[config.mk]
export PLATFORM = sky130hd
export DESIGN_NAME = controller_standby_i3c
export DESIGN_NICKNAME = d
export VERILOG_FILES = /design/src/i3c_target_pkg.sv /design/src/bus_monitor.sv /design/src/bus_timers.sv /design/src/addr_match.sv /design/src/i3c_target_fsm.sv /design/src/flow_standby_i3c.sv /design/src/controller_standby_i3c.sv
export SDC_FILE = /design/constraint.sdc
export NUM_CORES = 1
export LEC_CHECK = 0
export ABC_CLOCK_PERIOD_IN_PS = 4400
export BUFFER_PORTS_ARGS = -buffer_cell sky130_fd_sc_hd__buf_2
export CORE_ASPECT_RATIO = 0.5
export CORE_MARGIN = 2
export CORE_UTILIZATION = 25
export CTS_BUF_LIST = sky130_fd_sc_hd__clkbuf_16
export DETAILED_ROUTE_END_ITERATION = 7
export SLEW_MARGIN = 20
export SYNTH_ARGS = -nofsm -noshare
export SYNTH_HDL_FRONTEND = slang
export SYNTH_SLANG_ARGS = --single-unit
[constraint.sdc]
create_clock -name clk_i -period 4.4 [get_ports clk_i]
set_input_delay 0.22 -clock clk_i [delete_from_list [all_inputs] [get_ports clk_i]]
set_output_delay 0.22 -clock clk_i [all_outputs]
set_load 0.05 [all_outputs]
[src/i3c_target_pkg.sv]
// Shared widths, reserved address, vector types, config/event structs and target FSM states
package i3c_target_pkg;

  localparam int unsigned BYTE_W = 8;
  localparam int unsigned WORD_W = 32;
  localparam int unsigned BYTES_PER_WORD = 4;
  localparam int unsigned TIMING_W = 20;
  localparam logic [6:0] RSVD_ADDR = 7'h7E;

  typedef logic [BYTE_W-1:0] byte_t;
  typedef logic [WORD_W-1:0] word_t;
  // Counted in clk_i cycles
  typedef logic [TIMING_W-1:0] timing_t;
  typedef logic [6:0] addr_t;

  typedef struct packed {
    timing_t t_su_dat;
    timing_t t_hd_dat;
    timing_t t_r;
    timing_t t_bus_free;
    timing_t t_bus_idle;
    timing_t t_bus_available;
  } bus_timing_t;

  typedef struct packed {
    addr_t static_addr;
    addr_t dyn_addr;
    logic  dyn_addr_valid;
  } addr_cfg_t;

  // Single-cycle pulses
  typedef struct packed {
    logic cmd_complete;
    logic read_cmd_received;
    logic target_nack;
    logic unexp_stop;
  } bus_events_t;

  typedef struct packed {
    logic sta;
    logic dyn;
    logic rsvd;
    logic any;
  } match_t;

  typedef enum logic [2:0] {
    IDLE,
    ADDR,
    ADDR_ACK,
    RX_DATA,
    RX_ACK,
    TX_DATA,
    TX_ACK,
    WAIT_STOP
  } tgt_state_e;

endpackage

[src/bus_monitor.sv]
// SCL/SDA synchronizer with edge and START/STOP detection
`timescale 1ns/1ps

module bus_monitor (
  input  logic clk_i,
  input  logic rst_n_i,
  input  logic enable_i,
  input  logic scl_i,
  input  logic sda_i,
  output logic scl_o,
  output logic sda_o,
  output logic scl_rise_o,
  output logic scl_fall_o,
  output logic start_det_o,
  output logic stop_det_o
);

  // Bit 1 is SCL, bit 0 is SDA
  logic [1:0] sync1_q;
  logic [1:0] sync2_q;
  logic [1:0] prev_q;

  always_ff @(posedge clk_i or negedge rst_n_i) begin
    if (!rst_n_i) begin
      sync1_q     <= 2'b11;
      sync2_q     <= 2'b11;
      prev_q      <= 2'b11;
      scl_rise_o  <= 1'b0;
      scl_fall_o  <= 1'b0;
      start_det_o <= 1'b0;
      stop_det_o  <= 1'b0;
    end else begin
      sync1_q     <= {scl_i, sda_i};
      sync2_q     <= sync1_q;
      prev_q      <= sync2_q;
      scl_rise_o  <= enable_i && sync2_q[1] && !prev_q[1];
      scl_fall_o  <= enable_i && !sync2_q[1] && prev_q[1];
      // SDA edge while SCL stays high
      start_det_o <= enable_i && sync2_q[1] && prev_q[1] && !sync2_q[0] && prev_q[0];
      stop_det_o  <= enable_i && sync2_q[1] && prev_q[1] && sync2_q[0] && !prev_q[0];
    end
  end

  // Levels line up with the registered pulses
  assign scl_o = prev_q[1];
  assign sda_o = prev_q[0];

endmodule

[src/bus_timers.sv]
// Bus-free, bus-idle and bus-available timers started by STOP
`timescale 1ns/1ps

module bus_timers (
  input  logic                        clk_i,
  input  logic                        rst_n_i,
  input  logic                        enable_i,
  input  logic                        start_det_i,
  input  logic                        stop_det_i,
  input  logic                        scl_i,
  input  logic                        sda_i,
  input  i3c_target_pkg::bus_timing_t timing_i,
  output logic                        bus_free_o,
  output logic                        bus_idle_o,
  output logic                        bus_available_o
);

  i3c_target_pkg::timing_t cnt_q;
  logic                    stop_seen_q;
  logic [2:0]              hit;
  logic [2:0]              cond_q;

  assign hit = {cnt_q >= timing_i.t_bus_available,
                cnt_q >= timing_i.t_bus_idle,
                cnt_q >= timing_i.t_bus_free};

  always_ff @(posedge clk_i or negedge rst_n_i) begin
    if (!rst_n_i) begin
      cnt_q       <= '0;
      stop_seen_q <= 1'b0;
      cond_q      <= '0;
    end else if (!enable_i || start_det_i) begin
      cnt_q       <= '0;
      stop_seen_q <= 1'b0;
      cond_q      <= '0;
    end else if (stop_det_i) begin
      cnt_q       <= '0;
      stop_seen_q <= 1'b1;
    end else if (stop_seen_q) begin
      // Saturate at all ones
      if (cnt_q != '1) begin
        cnt_q <= cnt_q + i3c_target_pkg::TIMING_W'(1);
      end
      if (scl_i && sda_i) begin
        cond_q <= cond_q | hit;
      end
    end
  end

  assign bus_free_o      = cond_q[0];
  assign bus_idle_o      = cond_q[1];
  assign bus_available_o = cond_q[2];

endmodule

[src/addr_match.sv]
// Address comparison against static, dynamic and broadcast addresses
`timescale 1ns/1ps

module addr_match (
  input  logic                      clk_i,
  input  logic                      rst_n_i,
  input  i3c_target_pkg::addr_cfg_t cfg_i,
  input  i3c_target_pkg::addr_t     bus_addr_i,
  input  logic                      bus_addr_valid_i,
  output i3c_target_pkg::match_t    match_o
);

  i3c_target_pkg::match_t match_d;

  // Broadcast is write-only; the FSM applies the direction
  always_comb begin
    match_d.sta  = bus_addr_i == cfg_i.static_addr;
    match_d.dyn  = cfg_i.dyn_addr_valid && (bus_addr_i == cfg_i.dyn_addr);
    match_d.rsvd = bus_addr_i == i3c_target_pkg::RSVD_ADDR;
    match_d.any  = match_d.sta || match_d.dyn || match_d.rsvd;
  end

  // Held for the rest of the transfer
  always_ff @(posedge clk_i or negedge rst_n_i) begin
    if (!rst_n_i) begin
      match_o <= '0;
    end else if (bus_addr_valid_i) begin
      match_o <= match_d;
    end
  end

endmodule

[src/i3c_target_fsm.sv]
// Bit-level I3C target FSM with byte shifting, ACK handling and SDA hold timing
`timescale 1ns/1ps

module i3c_target_fsm (
  input  logic                        clk_i,
  input  logic                        rst_n_i,
  input  logic                        enable_i,
  input  logic                        scl_rise_i,
  input  logic                        scl_fall_i,
  input  logic                        sda_i,
  input  logic                        start_det_i,
  input  logic                        stop_det_i,
  input  i3c_target_pkg::bus_timing_t timing_i,
  input  i3c_target_pkg::match_t      match_i,
  input  logic                        rx_byte_ready_i,
  input  logic                        tx_byte_valid_i,
  input  i3c_target_pkg::byte_t       tx_byte_i,
  output logic                        sda_o,
  output i3c_target_pkg::addr_t       bus_addr_o,
  output logic                        bus_addr_valid_o,
  output logic                        rx_byte_valid_o,
  output i3c_target_pkg::byte_t       rx_byte_o,
  output logic                        tx_byte_ready_o,
  output logic                        transfer_start_o,
  output logic                        transfer_stop_o,
  output i3c_target_pkg::bus_events_t events_o
);

  i3c_target_pkg::tgt_state_e  state_q;
  i3c_target_pkg::tgt_state_e  state_d;
  logic [3:0]                  bit_cnt_q;
  i3c_target_pkg::byte_t       shift_q;
  i3c_target_pkg::byte_t       tx_data;
  i3c_target_pkg::timing_t     hd_cnt_q;
  i3c_target_pkg::bus_events_t events_d;
  logic                        rw_q;
  logic                        ack_q;
  logic                        discard_q;
  logic                        addressed_q;
  logic                        hd_pend_q;
  logic                        sda_nxt_q;
  logic                        drive_req;
  logic                        drive_val;
  logic                        byte_done;
  logic                        addr_done;
  logic                        addr_ack;
  logic                        rx_done;
  logic                        in_byte;

  assign byte_done = bit_cnt_q == 4'd8;
  assign addr_done = scl_fall_i && (state_q == i3c_target_pkg::ADDR) && byte_done;
  assign rx_done   = scl_fall_i && (state_q == i3c_target_pkg::RX_DATA) && byte_done;
  assign addr_ack  = match_i.any && !(rw_q && match_i.rsvd);
  assign in_byte   = state_q inside {i3c_target_pkg::ADDR, i3c_target_pkg::RX_DATA,
                                     i3c_target_pkg::TX_DATA};
  // Empty TX buffer reads as all ones
  assign tx_data   = tx_byte_valid_i ? tx_byte_i : 8'hFF;

  assign bus_addr_o       = shift_q[6:0];
  assign rx_byte_o        = shift_q;
  assign rx_byte_valid_o  = rx_done && !discard_q;
  assign transfer_start_o = start_det_i;
  assign transfer_stop_o  = stop_det_i;

  // Transitions and SDA updates happen on SCL falling edges
  always_comb begin
    state_d         = state_q;
    drive_req       = 1'b0;
    drive_val       = 1'b1;
    tx_byte_ready_o = 1'b0;
    if (scl_fall_i) begin
      unique case (state_q)
        i3c_target_pkg::ADDR: begin
          if (byte_done) begin
            state_d   = i3c_target_pkg::ADDR_ACK;
            drive_req = 1'b1;
            drive_val = !addr_ack;
          end
        end
        i3c_target_pkg::ADDR_ACK: begin
          drive_req = 1'b1;
          if (!ack_q) begin
            state_d = i3c_target_pkg::WAIT_STOP;
          end else if (rw_q) begin
            state_d         = i3c_target_pkg::TX_DATA;
            tx_byte_ready_o = 1'b1;
            drive_val       = tx_data[7];
          end else begin
            state_d = i3c_target_pkg::RX_DATA;
          end
        end
        i3c_target_pkg::RX_DATA: begin
          if (byte_done) begin
            state_d   = i3c_target_pkg::RX_ACK;
            drive_req = 1'b1;
            drive_val = !(discard_q || rx_byte_ready_i);
          end
        end
        i3c_target_pkg::RX_ACK: begin
          drive_req = 1'b1;
          state_d   = ack_q ? i3c_target_pkg::RX_DATA : i3c_target_pkg::WAIT_STOP;
        end
        i3c_target_pkg::TX_DATA: begin
          drive_req = 1'b1;
          if (byte_done) begin
            state_d = i3c_target_pkg::TX_ACK;
          end else begin
            drive_val = shift_q[7];
          end
        end
        i3c_target_pkg::TX_ACK: begin
          if (ack_q) begin
            state_d         = i3c_target_pkg::TX_DATA;
            tx_byte_ready_o = 1'b1;
            drive_req       = 1'b1;
            drive_val       = tx_data[7];
          end else begin
            state_d = i3c_target_pkg::WAIT_STOP;
          end
        end
        default: begin
        end
      endcase
    end
    if (!enable_i || stop_det_i) begin
      state_d = i3c_target_pkg::IDLE;
    end else if (start_det_i) begin
      state_d = i3c_target_pkg::ADDR;
    end
  end

  // A regular STOP costs one SCL rise, so a real partial byte has more
  always_comb begin
    events_d.cmd_complete      = stop_det_i && addressed_q;
    events_d.read_cmd_received = addr_done && addr_ack && rw_q;
    events_d.target_nack       = rx_done && !discard_q && !rx_byte_ready_i;
    events_d.unexp_stop        = stop_det_i && in_byte && (bit_cnt_q > 4'd1);
  end

  always_ff @(posedge clk_i or negedge rst_n_i) begin
    if (!rst_n_i) begin
      state_q          <= i3c_target_pkg::IDLE;
      bit_cnt_q        <= '0;
      rw_q             <= 1'b0;
      ack_q            <= 1'b0;
      discard_q        <= 1'b0;
      addressed_q      <= 1'b0;
      bus_addr_valid_o <= 1'b0;
      events_o         <= '0;
    end else begin
      state_q          <= state_d;
      events_o         <= events_d;
      bus_addr_valid_o <= scl_rise_i && (state_q == i3c_target_pkg::ADDR) &&
                          (bit_cnt_q == 4'd6);
      if (start_det_i || (state_d != state_q)) begin
        bit_cnt_q <= '0;
      end else if (scl_rise_i && !byte_done) begin
        bit_cnt_q <= bit_cnt_q + 4'd1;
      end
      if (scl_rise_i && (state_q == i3c_target_pkg::ADDR) && (bit_cnt_q == 4'd7)) begin
        rw_q <= sda_i;
      end
      if (addr_done) begin
        ack_q     <= addr_ack;
        discard_q <= match_i.rsvd;
      end else if (rx_done) begin
        ack_q <= discard_q || rx_byte_ready_i;
      end else if (scl_rise_i && (state_q == i3c_target_pkg::TX_ACK)) begin
        // Master ACK is SDA low
        ack_q <= !sda_i;
      end
      if (stop_det_i) begin
        addressed_q <= 1'b0;
      end else if (addr_done && addr_ack) begin
        addressed_q <= 1'b1;
      end
    end
  end

  // SDA hold delay after SCL falls
  always_ff @(posedge clk_i or negedge rst_n_i) begin
    if (!rst_n_i) begin
      hd_pend_q <= 1'b0;
      sda_o     <= 1'b1;
    end else if (!enable_i || start_det_i || stop_det_i) begin
      hd_pend_q <= 1'b0;
      sda_o     <= 1'b1;
    end else if (drive_req) begin
      hd_pend_q <= 1'b1;
    end else if (hd_pend_q && (hd_cnt_q <= i3c_target_pkg::TIMING_W'(1))) begin
      hd_pend_q <= 1'b0;
      sda_o     <= sda_nxt_q;
    end
  end

  always_ff @(posedge clk_i) begin
    if (tx_byte_ready_o) begin
      shift_q <= tx_data;
    end else if (scl_rise_i) begin
      shift_q <= {shift_q[6:0], sda_i};
    end
    if (drive_req) begin
      hd_cnt_q  <= timing_i.t_hd_dat;
      sda_nxt_q <= drive_val;
    end else if (hd_pend_q) begin
      hd_cnt_q <= hd_cnt_q - i3c_target_pkg::TIMING_W'(1);
    end
  end

endmodule

[src/flow_standby_i3c.sv]
// RX byte-to-word packing and TX word-to-byte unpacking
`timescale 1ns/1ps

module flow_standby_i3c (
  input  logic                  clk_i,
  input  logic                  rst_n_i,
  input  logic                  enable_i,
  input  logic                  transfer_start_i,
  input  logic                  transfer_stop_i,
  input  logic                  rx_byte_valid_i,
  input  i3c_target_pkg::byte_t rx_byte_i,
  input  logic                  tx_byte_ready_i,
  input  logic                  rx_queue_wready_i,
  input  logic                  tx_queue_rvalid_i,
  input  i3c_target_pkg::word_t tx_queue_rdata_i,
  output logic                  rx_byte_ready_o,
  output logic                  tx_byte_valid_o,
  output i3c_target_pkg::byte_t tx_byte_o,
  output logic                  rx_queue_wvalid_o,
  output i3c_target_pkg::word_t rx_queue_wdata_o,
  output logic                  tx_queue_rready_o
);

  logic [$clog2(i3c_target_pkg::BYTES_PER_WORD)-1:0] rx_cnt_q;
  logic [$clog2(i3c_target_pkg::BYTES_PER_WORD)-1:0] tx_idx_q;
  i3c_target_pkg::word_t asm_q;
  i3c_target_pkg::word_t asm_nxt;
  i3c_target_pkg::word_t pend_q;
  i3c_target_pkg::word_t tx_buf_q;
  logic                  pend_valid_q;
  logic                  tx_valid_q;
  logic                  rready_q;
  logic                  boundary;
  logic                  rx_take;
  logic                  rx_emit;
  logic                  rx_flush;
  logic                  tx_fetch;

  assign boundary = transfer_start_i || transfer_stop_i;
  assign rx_take  = rx_byte_valid_i && rx_byte_ready_o;
  assign rx_emit  = rx_take && (rx_cnt_q == '1);
  assign rx_flush = !rx_take && boundary && (rx_cnt_q != '0);
  assign tx_fetch = rready_q && tx_queue_rvalid_i;

  // No new bytes while a word waits for the queue
  assign rx_byte_ready_o   = enable_i && !pend_valid_q;
  assign rx_queue_wvalid_o = pend_valid_q;
  assign rx_queue_wdata_o  = pend_q;

  assign tx_byte_valid_o   = tx_valid_q;
  assign tx_byte_o         = tx_buf_q[tx_idx_q*i3c_target_pkg::BYTE_W +: i3c_target_pkg::BYTE_W];
  assign tx_queue_rready_o = rready_q;

  // Byte 0 lands in bits 7:0
  always_comb begin
    asm_nxt = asm_q;
    asm_nxt[rx_cnt_q*i3c_target_pkg::BYTE_W +: i3c_target_pkg::BYTE_W] = rx_byte_i;
  end

  always_ff @(posedge clk_i or negedge rst_n_i) begin
    if (!rst_n_i) begin
      rx_cnt_q     <= '0;
      asm_q        <= '0;
      pend_valid_q <= 1'b0;
    end else begin
      if (pend_valid_q && rx_queue_wready_i) begin
        pend_valid_q <= 1'b0;
      end
      if (rx_emit || rx_flush) begin
        pend_valid_q <= 1'b1;
        asm_q        <= '0;
        rx_cnt_q     <= '0;
      end else if (rx_take) begin
        asm_q    <= asm_nxt;
        rx_cnt_q <= rx_cnt_q + 1'b1;
      end
    end
  end

  // Fetch only into an empty buffer; a word not yet started survives a STOP
  always_ff @(posedge clk_i or negedge rst_n_i) begin
    if (!rst_n_i) begin
      tx_valid_q <= 1'b0;
      tx_idx_q   <= '0;
      rready_q   <= 1'b0;
    end else begin
      rready_q <= enable_i && !tx_valid_q && !rready_q && tx_queue_rvalid_i;
      if (tx_fetch) begin
        tx_valid_q <= 1'b1;
        tx_idx_q   <= '0;
      end else if (boundary && (tx_idx_q != '0)) begin
        tx_valid_q <= 1'b0;
        tx_idx_q   <= '0;
      end else if (tx_byte_ready_i && tx_valid_q) begin
        tx_idx_q <= tx_idx_q + 1'b1;
        if (tx_idx_q == '1) begin
          tx_valid_q <= 1'b0;
        end
      end
    end
  end

  always_ff @(posedge clk_i) begin
    if (rx_emit) begin
      pend_q <= asm_nxt;
    end else if (rx_flush) begin
      pend_q <= asm_q;
    end
    if (tx_fetch) begin
      tx_buf_q <= tx_queue_rdata_i;
    end
  end

endmodule

[src/controller_standby_i3c.sv]
// Standby I3C controller top: bus monitor, timers, address match, target FSM and flow
`timescale 1ns/1ps

module controller_standby_i3c (
  input  logic                        clk_i,
  input  logic                        rst_n_i,
  input  logic                        ctrl_scl_i,
  input  logic                        ctrl_sda_i,
  output logic                        ctrl_scl_o,
  output logic                        ctrl_sda_o,
  input  logic                        i3c_standby_en_i,
  input  i3c_target_pkg::bus_timing_t timing_i,
  input  i3c_target_pkg::addr_cfg_t   addr_cfg_i,
  output logic                        rx_queue_wvalid_o,
  input  logic                        rx_queue_wready_i,
  output i3c_target_pkg::word_t       rx_queue_wdata_o,
  input  logic                        tx_queue_rvalid_i,
  output logic                        tx_queue_rready_o,
  input  i3c_target_pkg::word_t       tx_queue_rdata_i,
  output logic                        event_cmd_complete_o,
  output logic                        event_read_cmd_received_o,
  output logic                        event_target_nack_o,
  output logic                        event_unexp_stop_o,
  output logic                        bus_available_o,
  output logic                        bus_idle_o
);

  logic                        scl;
  logic                        sda;
  logic                        scl_rise;
  logic                        scl_fall;
  logic                        start_det;
  logic                        stop_det;
  i3c_target_pkg::addr_t       bus_addr;
  logic                        bus_addr_valid;
  i3c_target_pkg::match_t      match;
  logic                        rx_byte_valid;
  i3c_target_pkg::byte_t       rx_byte;
  logic                        rx_byte_ready;
  logic                        tx_byte_valid;
  i3c_target_pkg::byte_t       tx_byte;
  logic                        tx_byte_ready;
  logic                        transfer_start;
  logic                        transfer_stop;
  i3c_target_pkg::bus_events_t events;

  // Target never stretches SCL
  assign ctrl_scl_o = 1'b1;

  assign event_cmd_complete_o      = events.cmd_complete;
  assign event_read_cmd_received_o = events.read_cmd_received;
  assign event_target_nack_o       = events.target_nack;
  assign event_unexp_stop_o        = events.unexp_stop;

  bus_monitor xbus_monitor (
    .clk_i(clk_i), .rst_n_i(rst_n_i), .enable_i(i3c_standby_en_i),
    .scl_i(ctrl_scl_i), .sda_i(ctrl_sda_i), .scl_o(scl), .sda_o(sda),
    .scl_rise_o(scl_rise), .scl_fall_o(scl_fall),
    .start_det_o(start_det), .stop_det_o(stop_det)
  );

  bus_timers xbus_timers (
    .clk_i(clk_i), .rst_n_i(rst_n_i), .enable_i(i3c_standby_en_i),
    .start_det_i(start_det), .stop_det_i(stop_det), .scl_i(scl), .sda_i(sda),
    .timing_i(timing_i), .bus_free_o(), .bus_idle_o(bus_idle_o),
    .bus_available_o(bus_available_o)
  );

  addr_match xaddr_match (
    .clk_i(clk_i), .rst_n_i(rst_n_i), .cfg_i(addr_cfg_i),
    .bus_addr_i(bus_addr), .bus_addr_valid_i(bus_addr_valid), .match_o(match)
  );

  i3c_target_fsm xi3c_target_fsm (
    .clk_i(clk_i), .rst_n_i(rst_n_i), .enable_i(i3c_standby_en_i),
    .scl_rise_i(scl_rise), .scl_fall_i(scl_fall), .sda_i(sda),
    .start_det_i(start_det), .stop_det_i(stop_det), .timing_i(timing_i),
    .match_i(match), .rx_byte_ready_i(rx_byte_ready),
    .tx_byte_valid_i(tx_byte_valid), .tx_byte_i(tx_byte), .sda_o(ctrl_sda_o),
    .bus_addr_o(bus_addr), .bus_addr_valid_o(bus_addr_valid),
    .rx_byte_valid_o(rx_byte_valid), .rx_byte_o(rx_byte),
    .tx_byte_ready_o(tx_byte_ready), .transfer_start_o(transfer_start),
    .transfer_stop_o(transfer_stop), .events_o(events)
  );

  flow_standby_i3c xflow_standby_i3c (
    .clk_i(clk_i), .rst_n_i(rst_n_i), .enable_i(i3c_standby_en_i),
    .transfer_start_i(transfer_start), .transfer_stop_i(transfer_stop),
    .rx_byte_valid_i(rx_byte_valid), .rx_byte_i(rx_byte),
    .tx_byte_ready_i(tx_byte_ready), .rx_queue_wready_i(rx_queue_wready_i),
    .tx_queue_rvalid_i(tx_queue_rvalid_i), .tx_queue_rdata_i(tx_queue_rdata_i),
    .rx_byte_ready_o(rx_byte_ready), .tx_byte_valid_o(tx_byte_valid),
    .tx_byte_o(tx_byte), .rx_queue_wvalid_o(rx_queue_wvalid_o),
    .rx_queue_wdata_o(rx_queue_wdata_o), .tx_queue_rready_o(tx_queue_rready_o)
  );

endmodule

### Word-level counts from Yosys, hierarchy flattened

Cells that the tools add are included.

* memory bits (read-only): 0
* bits of input ports: 174
* word-level logic and storage cells: 231
* output and inout bits: 42
* flip-flop bits (word level): 186
* memory bits (writable): 0
* bits in latches: 0
* memories kept: 0

* add/sub/neg operators: 6
* bitwise logic cells: 1
* div/mod/pow operators: 0
* shift operators: 3
* multipliers: 0
* magnitude comparators: 5
* equality and inequality tests: 18
* reductions and logical operators: 92
* muxes and demuxes: 70

Operators by type and width (number)
* 32-bit two-way mux: 4
* 20-bit two-way mux: 6
* 20-bit >= comparator: 3
* 1-bit logical AND: 42
* 3-bit two-way mux: 13
* 5-bit negator with 34-bit output: 1
* 8-bit by 34-bit variable shift with 32-bit output, first input constant: 1
* 8-bit by 34-bit variable part select with 32-bit output: 1
* 32-bit bitwise mux: 1
* 32-bit by 6-bit variable part select with 8-bit output: 1
* 1-bit two-way mux: 31
* 2-bit nonzero test: 13
* 8-bit two-way mux: 3
* 3-bit nonzero test: 7
* 20-bit by 1-bit adder with 20-bit output, second input constant: 1
* 20-bit by 1-bit <= comparator with 1-bit output, second input constant: 1
* 20-bit inequality test, second input constant: 1
* 20-bit by 1-bit subtractor with 20-bit output, second input constant: 1
* 3-bit case mux with 6 select lines: 1
* 1-bit logical NOT: 15
* 7-bit == test: 2
* 2-bit two-way mux: 6
* 3-bit == test, second input constant: 3
* 1-bit logical OR: 9
* 21 further kinds: 28

### Logic depth before layout (Yosys ltp)

* word-level depth: 10
* depth in mapped cells: 8
* mapped depth without buffers: 6

### By module

A second synthesis with hierarchy kept.

* cell total of the unflattened synthesis: 935
* area, all modules: 10301.1 sq um

Modules (own cells, without submodules)
* flow_standby_i3c: times used 1, area each 4113.9 sq um, cells each 248, sequential area each 2897.8 sq um
* i3c_target_fsm: times used 1, area each 2822.7 sq um, cells each 298, sequential area each 1322.5 sq um
* bus_timers: times used 1, area each 2727.6 sq um, cells each 334, sequential area each 600.6 sq um
* addr_match: times used 1, area each 317.8 sq um, cells each 36, sequential area each 100.1 sq um
* bus_monitor: times used 1, area each 307.8 sq um, cells each 17, sequential area each 257.7 sq um
* controller_standby_i3c: times used 1, area each 11.3 sq um, cells each 2, sequential area each 0.0 sq um

### Worst setup path before layout

Ideal clock, no wire load.

* path type: reg2reg
* from: reg xflow_standby_i3c.pend_valid_q (netlist: xflow_standby_i3c.rx_queue_wvalid_o)
* to: reg xflow_standby_i3c.pend_q[0] (netlist: xflow_standby_i3c.rx_queue_wdata_o[0]), enable pin
* cell stages (with the launch flop): 5
* setup time: 0.406 ns
* period minus slack after synthesis: 2.502 ns
* setup slack: 1.898 ns
* path buffers: 0
* arrival time: 2.096 ns
* required time: 3.994 ns
* path through: dfrtp_1 nand4bb_1 nor3_2 mux2i_1 inv_1

* longest elaborated chain between the ends: 7
* elaborated cells between the ends (all ways): 8
* classes of those cells: 8 x reduce/logical

Ends and longest elaborated chain
* start, declared: line flow_standby_i3c.sv:30 `logic pend_valid_q;`
* start signal, assigned: line flow_standby_i3c.sv:64 `pend_valid_q <= 1'b0;`
* start signal, assigned: line flow_standby_i3c.sv:67 `pend_valid_q <= 1'b0;`
* start signal, assigned: line flow_standby_i3c.sv:70 `pend_valid_q <= 1'b1;`
* 1-bit logical NOT *: line flow_standby_i3c.sv:46 `assign rx_byte_ready_o = enable_i && !pend_valid_q;`
* 1-bit logical AND *: line flow_standby_i3c.sv:46
* 1-bit logical AND *: line flow_standby_i3c.sv:40 `assign rx_take = rx_byte_valid_i && rx_byte_ready_o;`
* 1-bit logical NOT: line flow_standby_i3c.sv:42 `assign rx_flush = !rx_take && boundary && (rx_cnt_q != '0);`
* 1-bit logical AND (2 in series): line flow_standby_i3c.sv:42
* 2-bit nonzero test (no source line) *
* end signal, assigned: line flow_standby_i3c.sv:105 `pend_q <= asm_nxt;`
* end signal, assigned: line flow_standby_i3c.sv:107 `pend_q <= asm_q;`
* end, declared: line flow_standby_i3c.sv:28 `i3c_target_pkg::word_t pend_q;`

Mark *: on every way between the ends. The rest lies on a longest branch, timed or not.
A chain may end at the register's enable or synchronous reset.

### Worst setup path after layout

* from: reg xi3c_target_fsm.bit_cnt_q[0]
* to: reg xi3c_target_fsm.hd_cnt_q[7], enable pin

* longest elaborated chain between the ends: 5

Ends and longest elaborated chain
* start, declared: line i3c_target_fsm.sv:31 `logic [3:0] bit_cnt_q;`
* start signal, assigned: line i3c_target_fsm.sv:158 `bit_cnt_q <= bit_cnt_q + 4'd1;`
* 4-bit == test: line i3c_target_fsm.sv:50 `assign byte_done = bit_cnt_q == 4'd8;`
* 1-bit two-way mux: line i3c_target_fsm.sv:74, i3c_target_fsm.sv:93
* 1-bit case mux with 3 select lines: line i3c_target_fsm.sv:72 `unique case (state_q)`
* 1-bit two-way mux: line i3c_target_fsm.sv:71 `if (scl_fall_i) begin`
* 2-bit nonzero test (no source line)
* end signal, assigned: line i3c_target_fsm.sv:203 `hd_cnt_q <= timing_i.t_hd_dat;`
* end signal, assigned: line i3c_target_fsm.sv:206 `hd_cnt_q <= hd_cnt_q - i3c_target_pkg::TIMING_W'(1);`
* end, declared: line i3c_target_fsm.sv:34 `i3c_target_pkg::timing_t hd_cnt_q;`

No other way between the ends.

==> run_results.csv <==
group,metric,value,unit
setup_path,required,4.45,ns
grt,grt_overflow,0,
timing,max_freq,0.315,GHz
power_and_ir_drop,powerDensity,299,mW/mm^2
die,io_pins,216,
setup_path,cp_slowest_cell,"nand2b_1",
timing,rsz0062_at_grt,"no",
timing,maxSlewViolCount,0,
detailed_routing,vias,7255,
yosys,yosysSeqAreaShare,51.3,%
min_path,hp-class,"in -> reg",
die,die_y,145,um
placed_design,routabilityCongestion,0.808,
yosys,synth.cell_area,0.00994,sq mm
grt,grt_usage,11.9,%
clock_tree,cts_max_path_buffers,2,
detailed_routing,antenna_left,0,
yosys,synthTopCellsByArea,"edfxtp_1 28%, dfrtp_1 21%, ha_1 6.8%, a22o_1 4.3%, nand2_1 2.3%",
yosys,synth_cell_types,87,
yosys,syn_nets,1071,
power_and_ir_drop,total_power,3.62,mW
yosys,synthFlopType,"edfxtp_1",
detailed_routing,drc_errors,0,
timing,hold_viol_final,0,
clock_tree,post_cts_resized,0,
setup_path,cp.arrival,3.23,ns
run,maxCapViolations,0,
setup_path,critPathKind,"reg -> reg",
timing,finalHoldWorstSlack,0.0597,ns
detailed_routing,routed_via_density,4.65,
yosys,avgSynthCellArea,11.8,sq um
clock_tree,clock_latency,0.43,ns
die,core.rowCount,51,
timing,setup_tns,0,ns
run_status,status,"complete, no violations",
grt,grt_max_degree,67,
yosys,synth_edf_count,93,
clock_tree,postCtsHoldBufs,36,
die,die_w,286,um
finish,fillCellCount,3940,
detailed_routing,wirelength,24400,um
detailed_routing,wire_per_inst,15.6,um
clock_tree,cts_buffers,17,
finish,drive_above_1_share,24.9,%
yosys,yosysMostFrequentCell,"edfxtp_1",
finish,fin_nets,1246,
placed_design,portBuffers,154,
timing,post-route-min-period,3.18,ns
power_and_ir_drop,pwr-share-seq,52.7,%
finish,insertedDiodeCount,0,
timing,slew_headroom,33.3,%
yosys,synth_largest_area_cell,"edfxtp_1",
yosys,synth_top_area_share,28.1,%
setup_path,max_stage_delay,0.96,ns
die,die-area,0.0415,sq mm
finish,instances_no_fill,1561,
yosys,synthCells,843,
finish,area_delta_synth_final,21.7,%
yosys,async_flop_share,49.7,%
clock_tree,cts_sinks,185,
clock_tree,post_cts_buffers,0,
finish,final-seq-area,0.00510,sq mm
grt,grt_pass1_wl,39900,um
yosys,yosysWarnings,0,
detailed_routing,drt-pass1-iter-count,5,
setup_path,critPathLaunchType,"register",
power_and_ir_drop,p_int,2.71,mW
clock_tree,cts_tree,"done",
placed_design,post-dp-hpwl,17300,um
timing,clock_skew,0.0107,ns
clock_tree,root_buffer,"clkbuf_16",
finish,post-route-util,31.0,%
die,core_area,0.0391,sq mm
detailed_routing,drtIter0Drc,450,
die,start_util,25.5,%
timing,setup_viol,0,
setup_path,path_cells,"inv_1 -> ha_1 -> nand3b_4 -> o221ai_2 -> nand3_2 -> nand2b_1",
setup_path,cp_max_fo,23,
power_and_ir_drop,p_switching,901,uW
power_and_ir_drop,clockPowerShare,38.2,%
clock_tree,clkTransAtPathRegs,0.06,ns
finish,multi_input_area,0.00443,sq mm
timing,worst_slew_pin_slew,1.00,ns
power_and_ir_drop,p_comb_share,9.2,%
power_and_ir_drop,swShare,24.9,%
power_and_ir_drop,ir_drop,239,uV
power_and_ir_drop,p_leak,5.22,nW
grt,grt_pass1_vias,7441,
clock_tree,htree_levels,4,
yosys,ys_ff_latch,185,
timing,period_share,72.2,%
yosys,synth_common_cells,"93 x edfxtp_1, 85 x dfrtp_1, 62 x nand2_1, 59 x inv_1, 54 x ha_1",
placed_design,dp.cells,1492,
grt,antenna_found_initial,0,
setup_path,endpoint_kind,"register",
==> placed cells by master, fill, tap and decap left out, types with 23 or more instances in the layout <==
cell and count:
ha_1 54, a22o_1 49, dlygate4sd3_1 36, buf_2 153
nand2_1 62, nor2_1 23, edfxtp_1 93, dfrtp_1 85
inv_1 62, nand3_1 28, a21oi_1 25, xnor2_1 24
==> per-layer routing <==
layer  vias to the layer above  GRT usage [%]  wire length (um)
li1                       3512              -                 -
met1                      3610           14.8             10800
met2                       118           21.1             12700
met3                        15           2.00               668
met4                         0           2.93               242
met5                         -              0                 0
==> kinds of logic after synthesis <==
group                    count (synthesis)  share of synthesized area (%)
multiplexers                            39                           5.51
AND/OR/NAND/NOR                        254                           15.1
other                                    1                         0.0377
XOR/XNOR                                30                           2.64
buffers and inverters                   98                           4.20
flip-flops                             185                           51.3
adder cells (fa/ha/maj)                 54                           6.79
AO/OA/AOI/OAI                          182                           14.4
==> critical path: cells and delay by family, from the launching register on <==
family,cells,cell delay (ns)
AOI/OAI and AO/OA,1,0.25
and+or+nand+nor,3,1.71
buffers and inverters,1,0.13
DFF,1,0.41
adders and majority gates,1,0.29
==> metrics by stage <==
stage / cell area, sq um / setup WS [ns]
floorplan: 9940 / 1.90
global placement: 11200 / 1.25
detailed placement: 11200 / 1.17
CTS: 12100 / 1.17
global route: 12100 / 0.930
finish: 12100 / 1.22
==> area by class of cell <==
| class | count | area share [%] |
|---|---|---|
| sequential | 185 | 42.2 |
| multi-input combinational | 560 | 36.6 |
| timing repair buffer | 195 | 9.70 |
| tap | 530 | 5.48 |
| clock buffer | 17 | 3.51 |
| inverter | 59 | 1.83 |
| clock inverter | 15 | 0.734 |
==> flip-flops by register name, summed over array words and instances (netlist names), 3 cells and up <==
register / count
xbus_timers.cnt_q: 20
xflow_standby_i3c.asm_q: 32
xi3c_target_fsm.rx_byte_o: 8
xi3c_target_fsm.state_q: 3
xi3c_target_fsm.bit_cnt_q: 4
xflow_standby_i3c.rx_queue_wdata_o: 32
xi3c_target_fsm.hd_cnt_q: 20
xflow_standby_i3c.tx_buf_q: 32
xi3c_target_fsm.events_o: 4
==> power by group through the flow <==
stage          clock (mW)  combinational (mW)  sequential [mW]
6_report             1.38               0.331             1.90
5_1_grt              1.49               0.371             1.91
4_1_cts              1.41               0.332             1.90
3_5_place_dp            0               0.304             1.94
3_3_place_gp            0               0.293             1.93
2_1_floorplan           0               0.182             1.93
==> path summary, 6_finish.rpt <==
| kind | slack, ns | endpoint | start | cells past startpoint |
|---|---|---|---|---|
| setup / recovery | 1.22 | xi3c_target_fsm.hd_cnt_q[7]$_DFFE_PP_ | xi3c_target_fsm.bit_cnt_q[0]$_DFFE_PN0P_ | 6 |
| hold / removal | 0.06 | xflow_standby_i3c.tx_queue_rready_o$_DFF_PN0_ | tx_queue_rvalid_i | 2 |
| setup reg to reg | 1.22 | xi3c_target_fsm.hd_cnt_q[7]$_DFFE_PP_ | xi3c_target_fsm.bit_cnt_q[0]$_DFFE_PN0P_ | 6 |
| hold reg to reg | 0.36 | xbus_monitor.sync2_q[1]$_DFF_PN1_ | xbus_monitor.sync1_q[1]$_DFF_PN1_ | 0 |
| max in group asynchronous | 2.99 | xbus_monitor.sync2_q[0]$_DFF_PN1_ | rst_n_i | 3 |
| min in group asynchronous | 0.44 | xflow_standby_i3c.asm_q[19]$_DFFE_PN0P_ | rst_n_i | 2 |
Power figures use the tool's default switching activity.
